`config.mk`:
```
export PLATFORM = sky130hd
export DESIGN_NAME = mem_port
export DESIGN_NICKNAME = d
export VERILOG_FILES = /design/src/mem_port_pkg.sv /design/src/mem_request_arbiter.sv /design/src/mem_tag_tracker.sv /design/src/mem_halt_control.sv /design/src/mem_port.sv
export SDC_FILE = /design/constraint.sdc
export NUM_CORES = 1
export LEC_CHECK = 0
export BUFFER_PORTS_ARGS = -buffer_cell sky130_fd_sc_hd__buf_2
export CORE_AREA = 2 2 171 173
export DETAILED_ROUTE_END_ITERATION = 16
export DIE_AREA = 0 0 173 175
export HOLD_SLACK_MARGIN = 0.08
export PLACE_DENSITY = 0.41
export SETUP_SLACK_MARGIN = 0.05
export SLEW_MARGIN = 20
export SYNTH_ARGS = -nofsm -noshare
export SYNTH_HDL_FRONTEND = slang
export SYNTH_HIERARCHICAL = 1
export SYNTH_SLANG_ARGS = --single-unit
```
`constraint.sdc`:
```
create_clock -name clock -period 9 [get_ports clock]
set_input_delay 0.45 -clock clock [delete_from_list [all_inputs] [get_ports clock]]
set_output_delay 0.45 -clock clock [all_outputs]
set_load 0.005 [all_outputs]
```
`src/mem_port_pkg.sv`:
```
package mem_port_pkg;

    //////////////////////////////
    // bus widths
    //////////////////////////////

    // byte address, same on both sides and on the bus
    typedef logic [31:0] addr_t;

    // one bus data word
    typedef logic [63:0] mem_data_t;

    //////////////////////////////
    // bus encodings
    //////////////////////////////

    // command on the shared memory bus
    typedef enum logic [1:0] {
        BUS_NONE  = 2'b00,
        BUS_LOAD  = 2'b01,
        BUS_STORE = 2'b10
    } bus_command_t;

    // which requester issued an outstanding tag
    typedef enum logic {
        OWNER_INSTR = 1'b0,
        OWNER_DATA  = 1'b1
    } owner_t;

    //////////////////////////////
    // halt sequencing
    //////////////////////////////

    // running, waiting for loads to drain, stopped until reset
    typedef enum logic [1:0] {
        HALT_RUNNING  = 2'b00,
        HALT_DRAINING = 2'b01,
        HALT_DONE     = 2'b10
    } halt_state_t;

endpackage

```
`src/mem_request_arbiter.sv`:
```
`timescale 1ns/1ns

module mem_request_arbiter
    import mem_port_pkg::*;
#(
    parameter int TAG_BITS = 4
) (
    // instruction fetch side
    input  logic                i_req_valid,
    input  addr_t               i_req_addr,
    output logic                i_req_ready,

    // data cache side
    input  logic                d_req_valid,
    input  bus_command_t        d_req_command,
    input  addr_t               d_req_addr,
    input  mem_data_t           d_req_data,
    output logic                d_req_ready,

    // from halt control
    input  logic                fetch_enable,

    // memory bus
    output bus_command_t        mem_command,
    output addr_t               mem_addr,
    output mem_data_t           mem_data,
    input  logic [TAG_BITS-1:0] mem_response,

    // allocation report to the tag tracker
    output logic                alloc_valid,
    output logic [TAG_BITS-1:0] alloc_tag,
    output owner_t              alloc_owner
);

    logic d_grant;
    logic i_grant;
    logic accepted;

    //////////////////////////////
    // grant
    //////////////////////////////

    // data side always first
    assign d_grant = d_req_valid;
    // fetch only when data idle and not halting
    assign i_grant = i_req_valid && !d_req_valid && fetch_enable;

    //////////////////////////////
    // bus drive
    //////////////////////////////

    always_comb begin
        // idle bus by default
        mem_command = BUS_NONE;
        mem_addr    = '0;
        mem_data    = '0;
        if (d_grant) begin
            mem_command = d_req_command;
            mem_addr    = d_req_addr;
            mem_data    = d_req_data;
        end else if (i_grant) begin
            // fetch is always a load, no write data
            mem_command = BUS_LOAD;
            mem_addr    = i_req_addr;
        end
    end

    //////////////////////////////
    // acceptance
    //////////////////////////////

    // nonzero tag back in the same cycle means taken
    assign accepted    = (mem_response != '0);
    assign d_req_ready = d_grant && accepted;
    assign i_req_ready = i_grant && accepted;

    // only loads get a tracked tag, stores are fire and forget
    assign alloc_valid = accepted && (mem_command == BUS_LOAD);
    assign alloc_tag   = mem_response;
    assign alloc_owner = d_grant ? OWNER_DATA : OWNER_INSTR;

endmodule

```
`src/mem_tag_tracker.sv`:
```
`timescale 1ns/1ns

module mem_tag_tracker
    import mem_port_pkg::*;
#(
    parameter int TAG_BITS = 4
) (
    input  logic                clock,
    input  logic                reset,

    // new load accepted by the memory
    input  logic                alloc_valid,
    input  logic [TAG_BITS-1:0] alloc_tag,
    input  owner_t              alloc_owner,

    // returning load data from the memory
    input  logic [TAG_BITS-1:0] mem_resp_tag,
    input  mem_data_t           mem_resp_data,

    // steered returns
    output logic                i_resp_valid,
    output mem_data_t           i_resp_data,
    output logic                d_resp_valid,
    output mem_data_t           d_resp_data,

    // nothing outstanding
    output logic                tracker_empty
);

    // one entry per tag value, tag 0 never allocated
    localparam int DEPTH = 1 << TAG_BITS;

    logic [DEPTH-1:0]  entry_valid;
    owner_t            entry_owner [DEPTH];
    logic [TAG_BITS:0] live_count;

    logic              alloc_new;
    logic              resp_hit;
    owner_t            resp_owner;

    //////////////////////////////
    // lookup
    //////////////////////////////

    // tag 0 carries nothing
    assign alloc_new  = alloc_valid && (alloc_tag != '0);
    // stray tags with no live entry are dropped here
    assign resp_hit   = (mem_resp_tag != '0) && entry_valid[mem_resp_tag];
    assign resp_owner = entry_owner[mem_resp_tag];

    //////////////////////////////
    // return steering
    //////////////////////////////

    // same cycle as the tag, no buffering
    assign i_resp_valid = resp_hit && (resp_owner == OWNER_INSTR);
    assign d_resp_valid = resp_hit && (resp_owner == OWNER_DATA);

    // both sides see the bus word, valid picks the owner
    assign i_resp_data = mem_resp_data;
    assign d_resp_data = mem_resp_data;

    //////////////////////////////
    // entry table
    //////////////////////////////

    always_ff @(posedge clock or posedge reset) begin
        if (reset) begin
            entry_valid <= '0;
            for (int i = 0; i < DEPTH; i++) begin
                entry_owner[i] <= OWNER_INSTR;
            end
        end else begin
            // free on return first
            if (resp_hit) begin
                entry_valid[mem_resp_tag] <= 1'b0;
            end
            // allocation wins if the memory reuses the tag at once
            if (alloc_new) begin
                entry_valid[alloc_tag] <= 1'b1;
                entry_owner[alloc_tag] <= alloc_owner;
            end
        end
    end

    //////////////////////////////
    // live count
    //////////////////////////////

    always_ff @(posedge clock or posedge reset) begin
        if (reset) begin
            live_count <= '0;
        end else begin
            case ({alloc_new, resp_hit})
                2'b10: live_count <= live_count + 1'b1;
                2'b01: live_count <= live_count - 1'b1;
                // alloc and return together, or neither
                default: live_count <= live_count;
            endcase
        end
    end

    // drain condition for halt
    assign tracker_empty = (live_count == '0);

endmodule

```
`src/mem_halt_control.sv`:
```
`timescale 1ns/1ns

module mem_halt_control
    import mem_port_pkg::*;
(
    input  logic clock,
    input  logic reset,
    input  logic halt,
    input  logic tracker_empty,
    input  logic d_req_valid,
    output logic fetch_enable,
    output logic halted
);

    halt_state_t state;
    halt_state_t next_state;

    //////////////////////////////
    // next state
    //////////////////////////////

    always_comb begin
        next_state = state;
        case (state)
            HALT_RUNNING: begin
                if (halt) begin
                    next_state = HALT_DRAINING;
                end
            end
            HALT_DRAINING: begin
                // wait for data side idle and every load back
                if (tracker_empty && !d_req_valid) begin
                    next_state = HALT_DONE;
                end
            end
            // sticky until reset
            default: next_state = HALT_DONE;
        endcase
    end

    always_ff @(posedge clock or posedge reset) begin
        if (reset) begin
            state <= HALT_RUNNING;
        end else begin
            state <= next_state;
        end
    end

    //////////////////////////////
    // outputs
    //////////////////////////////

    // fetch cut in the halt cycle itself
    assign fetch_enable = (state == HALT_RUNNING) && !halt;
    assign halted       = (state == HALT_DONE);

endmodule

```
`src/mem_port.sv`:
```
`timescale 1ns/1ns

module mem_port
    import mem_port_pkg::*;
#(
    parameter int TAG_BITS = 4
) (
    input  logic                clock,
    input  logic                reset,
    input  logic                halt,

    // instruction fetch side
    input  logic                i_req_valid,
    input  addr_t               i_req_addr,
    output logic                i_req_ready,
    output logic                i_resp_valid,
    output mem_data_t           i_resp_data,

    // data cache side
    input  logic                d_req_valid,
    input  bus_command_t        d_req_command,
    input  addr_t               d_req_addr,
    input  mem_data_t           d_req_data,
    output logic                d_req_ready,
    output logic                d_resp_valid,
    output mem_data_t           d_resp_data,

    // memory bus
    output bus_command_t        mem_command,
    output addr_t               mem_addr,
    output mem_data_t           mem_data,
    input  logic [TAG_BITS-1:0] mem_response,
    input  mem_data_t           mem_resp_data,
    input  logic [TAG_BITS-1:0] mem_resp_tag,

    // all loads drained after halt
    output logic                halted
);

    // halt control to arbiter
    logic                fetch_enable;
    // arbiter to tracker
    logic                alloc_valid;
    logic [TAG_BITS-1:0] alloc_tag;
    owner_t              alloc_owner;
    // tracker to halt control
    logic                tracker_empty;

    //////////////////////////////
    // request path
    //////////////////////////////

    mem_request_arbiter #(
        .TAG_BITS (TAG_BITS)
    ) u_arbiter (
        .i_req_valid   (i_req_valid),
        .i_req_addr    (i_req_addr),
        .i_req_ready   (i_req_ready),
        .d_req_valid   (d_req_valid),
        .d_req_command (d_req_command),
        .d_req_addr    (d_req_addr),
        .d_req_data    (d_req_data),
        .d_req_ready   (d_req_ready),
        .fetch_enable  (fetch_enable),
        .mem_command   (mem_command),
        .mem_addr      (mem_addr),
        .mem_data      (mem_data),
        .mem_response  (mem_response),
        .alloc_valid   (alloc_valid),
        .alloc_tag     (alloc_tag),
        .alloc_owner   (alloc_owner)
    );

    //////////////////////////////
    // return path
    //////////////////////////////

    mem_tag_tracker #(
        .TAG_BITS (TAG_BITS)
    ) u_tracker (
        .clock         (clock),
        .reset         (reset),
        .alloc_valid   (alloc_valid),
        .alloc_tag     (alloc_tag),
        .alloc_owner   (alloc_owner),
        .mem_resp_tag  (mem_resp_tag),
        .mem_resp_data (mem_resp_data),
        .i_resp_valid  (i_resp_valid),
        .i_resp_data   (i_resp_data),
        .d_resp_valid  (d_resp_valid),
        .d_resp_data   (d_resp_data),
        .tracker_empty (tracker_empty)
    );

    // halt and drain
    mem_halt_control u_halt (
        .clock         (clock),
        .reset         (reset),
        .halt          (halt),
        .tracker_empty (tracker_empty),
        .d_req_valid   (d_req_valid),
        .fetch_enable  (fetch_enable),
        .halted        (halted)
    );

endmodule

```
## Yosys cells after proc, flatten, opt, wreduce, memory -nomap -nowiden

Cells that the tools add are included.

| storage, ports and cells | value |
|---|---|
| logic and storage cells | 87 |
| register bits | 39 |
| output and inout bits | 231 |
| input bits | 207 |

| cells by class | value |
|---|---|
| muxes and demuxes | 24 |
| $lt $le $gt $ge | 7 |
| eq/ne operators | 7 |
| add/subtract/negate cells | 2 |
| bitwise operators | 6 |
| reductions and logical operators | 22 |

Operators with widths:

| cell | count |
|---|---|
| two-way mux 32 bit | 2 |
| two-way mux 64 bit | 1 |
| two-way mux 16 bit | 2 |
| bitwise AND 16 bit | 1 |
| bitwise mux 16 bit | 1 |
| inverter 16 bit | 1 |
| OR 16 bit | 1 |
| logical AND 1 bit | 14 |
| demux 1 bit (select 4 bit) | 3 |
| greater-or-equal comparator 5 bit, second input constant | 2 |
| < comparator 4 x 5 -> 1 bit, second input constant | 2 |
| inverter 4 -> 5 bit | 2 |
| one-hot mux 5 bit (2 select lines) | 1 |
| binary-select mux 1 bit (select 4 bit) | 2 |
| greater-or-equal comparator 4 x 1 -> 1 bit, second input constant | 2 |
| two-way mux 1 bit | 8 |
| nonzero test 4 bit | 2 |
| equality test 2 x 1 -> 1 bit, second input constant | 3 |
| two-way mux 2 bit | 3 |
| adder 5 x 1 -> 5 bit, second input constant | 1 |
| logical NOT 5 bit | 1 |
| < comparator 5 x 1 -> 1 bit, second input constant | 1 |
| subtractor 5 x 1 -> 5 bit, second input constant | 1 |
| equality test 2 bit, second input constant | 2 |
| 8 further kinds | 9 |

## Depth between registers and ports, before layout

| depth | value |
|---|---|
| word-level depth | 10 |
| gate-level depth with buffers | 13 |
| depth with buffers taken out | 11 |

## Hierarchy

Netlist, hierarchy kept.

Modules (own cells, without submodules):

| module | seq. area each (um2) | area an instance (um2) | cells an instance | instances |
|---|---|---|---|---|
| mem_tag_tracker | 900.9 | 2,896.5 | 302 | 1 |
| mem_request_arbiter | 0.0 | 894.6 | 125 | 1 |
| mem_halt_control | 50.0 | 92.6 | 9 | 1 |

## Least setup slack after synthesis

No wires, ideal clock.

| path | value |
|---|---|
| kind | input to register |
| from | input port d_req_valid |
| to | register u_tracker.live_count[4] |
| setup time | 0.129 ns |
| buffers on the path | 3 |
| setup slack | 6.152 ns |
| data arrival time | 2.719 ns |
| stages on the path | 13 |
| data required time | 8.871 ns |
| path through | buf_6 buf_6 and2_1 a211oi_2 o41ai_1 ha_1 clkbuf_1 xor2_1 ha_1 o211a_1 o31ai_1 a31oi_1 xor2_1 |

| between the ends | value |
|---|---|
| elaborated cells between the ends (all ways) | 12 |
| those cells by class | 3 x eq/ne; 3 x mux; 6 x reduce/logical |

RTL lines:

| what | line | source |
|---|---|---|
| from (decl) | mem_port.sv:20 | `input logic d_req_valid,` |
| two-way mux 2 bit * | mem_request_arbiter.sv:57 | `if (d_grant) begin` |
| net mem_command[1] | mem_port.sv:29 | `output bus_command_t mem_command,` |
| equality test 2 x 1 -> 1 bit * | mem_request_arbiter.sv:78 | `assign alloc_valid = accepted && (mem_command == BUS_LOAD);` |
| logical AND 1 bit * | mem_request_arbiter.sv:78 |  |
| net alloc_valid | mem_port.sv:43 | `logic alloc_valid;` |
| logical AND 1 bit * | mem_tag_tracker.sv:46 | `assign alloc_new = alloc_valid && (alloc_tag != '0);` |
| equality test 2 x 1 -> 1 bit or equality test 2 bit (tied branches) | mem_tag_tracker.sv:94 | `case ({alloc_new, resp_hit})` |
| one-hot mux 5 bit (2 select lines) or nonzero test 2 bit (tied branches) | n/a |  |
| to (signal assigned) | mem_tag_tracker.sv:95 | `2'b10: live_count <= live_count + 1'b1;` |
| to (signal assigned) | mem_tag_tracker.sv:96 | `2'b01: live_count <= live_count - 1'b1;` |
| to (signal assigned) | mem_tag_tracker.sv:98 | `default: live_count <= live_count;` |
| to (decl) | mem_tag_tracker.sv:35 | `logic [TAG_BITS:0] live_count;` |

Mark *: on every way through the listed nets, which the timed path passes. The rest lies on a longest branch.
A chain may end at the register's enable or synchronous reset.

## Final worst setup path

| path | value |
|---|---|
| from | register u_halt.state[0] |
| to | register u_tracker.live_count[4] |

| between the ends | value |
|---|---|
| word-level cells in the longest chain between the ends | 10 |
| elaborated cells between the ends (all ways) | 12 |
| those cells by class | 3 x eq/ne; 3 x mux; 6 x reduce/logical |

RTL lines:

| what | line | source |
|---|---|---|
| from (decl) | mem_halt_control.sv:15 | `halt_state_t state;` |
| from (signal assigned) | mem_halt_control.sv:45 | `state <= next_state;` |
| logical NOT 2 bit * | mem_halt_control.sv:54 | `assign fetch_enable = (state == HALT_RUNNING) && !halt;` |
| logical AND 1 bit * | mem_halt_control.sv:54 |  |
| net fetch_enable | mem_port.sv:41 | `logic fetch_enable;` |
| logical AND 1 bit * | mem_request_arbiter.sv:46 | `assign i_grant = i_req_valid && !d_req_valid && fetch_enable;` |
| two-way mux 1 bit * | mem_request_arbiter.sv:61 | `end else if (i_grant) begin` |
| two-way mux 2 bit * | mem_request_arbiter.sv:57 |  |
| equality test 2 x 1 -> 1 bit * | mem_request_arbiter.sv:78 |  |
| logical AND 1 bit * | mem_request_arbiter.sv:78 |  |
| net alloc_valid | mem_port.sv:43 |  |
| logical AND 1 bit * | mem_tag_tracker.sv:46 |  |
| equality test 2 x 1 -> 1 bit or equality test 2 bit (tied branches) | mem_tag_tracker.sv:94 |  |
| one-hot mux 5 bit (2 select lines) or nonzero test 2 bit (tied branches) | n/a |  |

Marked as above.

==> qor.csv <==
metric,value,unit
worst hold start,u_tracker/entry_owner[15],
CTS Hold Bufs,1,
FF-to-FF setup slack,5900,ps
CTS tree,yes,
Post-synth ARST share,100,%
Crit Path Category,flop to flop,
largest net degree at the start of global routing,82,
DR pass1 iterations,4,
vias per cell,3.58,
prevailing post-synth register cell,dfrtp_1,
Worst setup EP type,flop,
DRT iter0 DRCs,205,
Power Total,673,uW
max cap viols,0,
crit-path cells,"nor3_1, nand3b_4, a211oi_2, o41ai_1, ha_1, xor2_1, ha_1, o211a_1, o31ai_1, a31oi_1, xor2_1",
via count,3298,
row cnt,62,
Post-DP Area,4470,um2
Worst R2R End,u_tracker/live_count[4],
H-tree levels,2,
Slew headroom,56.0,%
Final ANT Viol Nets,0,
Clock transition at path regs,60,ps
Post-Syn Area per Cell,8.91,um2
Total GRT Usage,11.2,%
P&R area growth vs syn,19.1,%
"commonest non-fill, non-tap cell in the layout",buf_2,
Die H,175,um
CTS Buf Count,5,
DIE AREA,30300,um2
Worst Path Required,9160,ps
Yosys cell types,47,
max incr delay on CP,430,ps
"EDFF count, synth",0,
ANT cells,0,
Power Dens Cells,145,nW/um2
wire per inst,18.6,um
WL final,17.1,mm
PortBufs,245,
Core ar.,28400,um2
status,"finished, final reports clean",
CP max stage cell,a211oi_2,
P_leak,2.42,nW
clk_lat worst skew,290,ps
Hold Path End,u_tracker/entry_owner[15],
period utilization,34.4,%
CTS Sinks,38,
WP data arrival,3260,ps
starting density of the core,13.7,%
total gr overflow,0,
Die X-Extent,173,um
number of setup violations in the final report,0,
reg2reg start,u_halt/state[0],
number of global-route vias before repair,3561,
actual slew at the worst max-slew pin,660,ps
Post-Synthesis Cells,436,
I/O Pins,438,
Yosys reg bits,38,
WHS Path Cells,0,
Root Driver,clkbuf_16,
post-cts resize count,0,
initial antenna violation count,2,
RSZ-0062 raised after global routing,false,
Worst Clk Skew,8.41,ps
nets,746,
VDD IR-drop max,0.0000555,V
"Seq/Total Area, Yosys",24.5,%
post-CTS setup buffers,0,
cell count after placement,911,
CP Launch Type,flop,
Yosys Warn Count,6,
synthesized cell area,3880,um2
# DRC,0,
max frequency,323,MHz
Non-Filler Instances,920,
fin worst setup slack,5900,ps
final hold violations,0,
GPL Wtd Cong,0.800,
fin. max-slew vios,0,
largest fanout on the critical path,9,
Worst R2R Path Depth,11,
min cycle time layout,3100,ps
layout cells sized above 1,52.2,%
Final Cell Area,4630,um2
pre-CTS setup slack,5650,ps
Detail Placement HPWL,15.0,mm
most frequent cells in the layout,"buf_2, and2_1, dfrtp_1, a22o_1, o21ai_0",
Hold Crit Class,flop to flop,
maximum root-to-sink buffer count,2,
syn_nets,647,
TNS Setup,0,ps
first-pass GRT wire length,24.4,mm
[registers in the layout (all words and copies together), names as in the netlist]
name / count
u_tracker/entry_owner: 16
u_tracker/entry_valid: 15
u_halt/state: 2
u_tracker/live_count: 5
[worst max path at each step]
stage / start / to / slack, ps / cells past startpoint
4_1_cts: u_halt/state[0] / u_tracker/live_count[4] / 5910 / 11
6_report: u_halt/state[0] / u_tracker/live_count[4] / 5900 / 11
5_1_grt: u_halt/state[0] / u_tracker/live_count[4] / 5630 / 11
3_3_place_gp: d_req_valid / u_tracker/live_count[4] / 5750 / 11
2_1_floorplan: d_req_valid / u_tracker/live_count[4] / 6150 / 13
3_5_place_dp: d_req_valid / u_tracker/live_count[4] / 5650 / 11
[report_power, final]
group / total, mW / switching (mW) / leakage (nW) / internal (mW)
Sequential: 0.247 / 0.0334 / 0.490 / 0.214
Combinational: 0.243 / 0.117 / 1.85 / 0.126
Clock: 0.183 / 0.0730 / 0.0729 / 0.110
[metal layers]
layer  wire [um]  vias to the layer above  GRT usage [%]
met3        1760                       46           4.42
li1            -                     1543              -
met5          30                        -              0
met2        9310                      189           21.6
met1        5260                     1516           9.88
met4         718                        4           5.93
[final cells by class]
type | count | area (um2)
fillers | 3321 | 23800
multi-input cells | 235 | 1760
repair buffers | 249 | 1260
flip-flops and latches | 38 | 951
well taps | 384 | 480
clock buffers | 6 | 139
inverters | 6 | 22.5
clock inverters | 2 | 12.5
[cells in the mapped netlist, drive strengths merged, types with 2 or more instances]
master	number	area, um2
a21oi	3	15.0
a22o	32	280
a311oi	2	17.5
and2	66	413
and2b	2	16.3
and3b	2	17.5
buf	145	1100
clkbuf	12	45.0
dfrtp	38	951
ha	4	50.1
inv	6	22.5
mux2	17	191
mux2i	4	40.0
mux4	7	176
nand2	18	67.6
nand2b	4	25.0
nand3	2	10.0
nand3b	4	42.5
nand4b	2	17.5
nor2	13	48.8
nor2b	3	18.8
o21ai	26	130
or3	3	18.8
xor2	4	35.0
[worst max-delay path: cells and delay by family, from the launching register on]
family                   cells  cell delay [ps]
flip-flops                   1              410
adder cells (fa/ha/maj)      2              580
XOR/XNOR                     2              340
AND/OR/NAND/NOR              2              520
AO/OA/AOI/OAI                5             1120
[cell families after synthesis]
logic type	count (synthesis)	synth area share, %
mux	28	10.5
fa+ha+maj	4	1.29
xor+xnor	5	1.13
compound gates	72	13.4
buf+inv	163	30.1
flops	38	24.5
simple gates	126	19.1
[through the flow]
| step | hold slack (ps) | utilization (%) |
|---|---|---|
| 3_5_place_dp | 318 | 15.7 |
| 6_report | 373 | 16.3 |
| 3_3_place_gp | 319 | 15.7 |
| 5_1_grt | 400 | 16.3 |
| 2_1_floorplan | 191 | - |
| 4_1_cts | 379 | 16.3 |
Note: power is estimated with default switching activity, not from simulation.
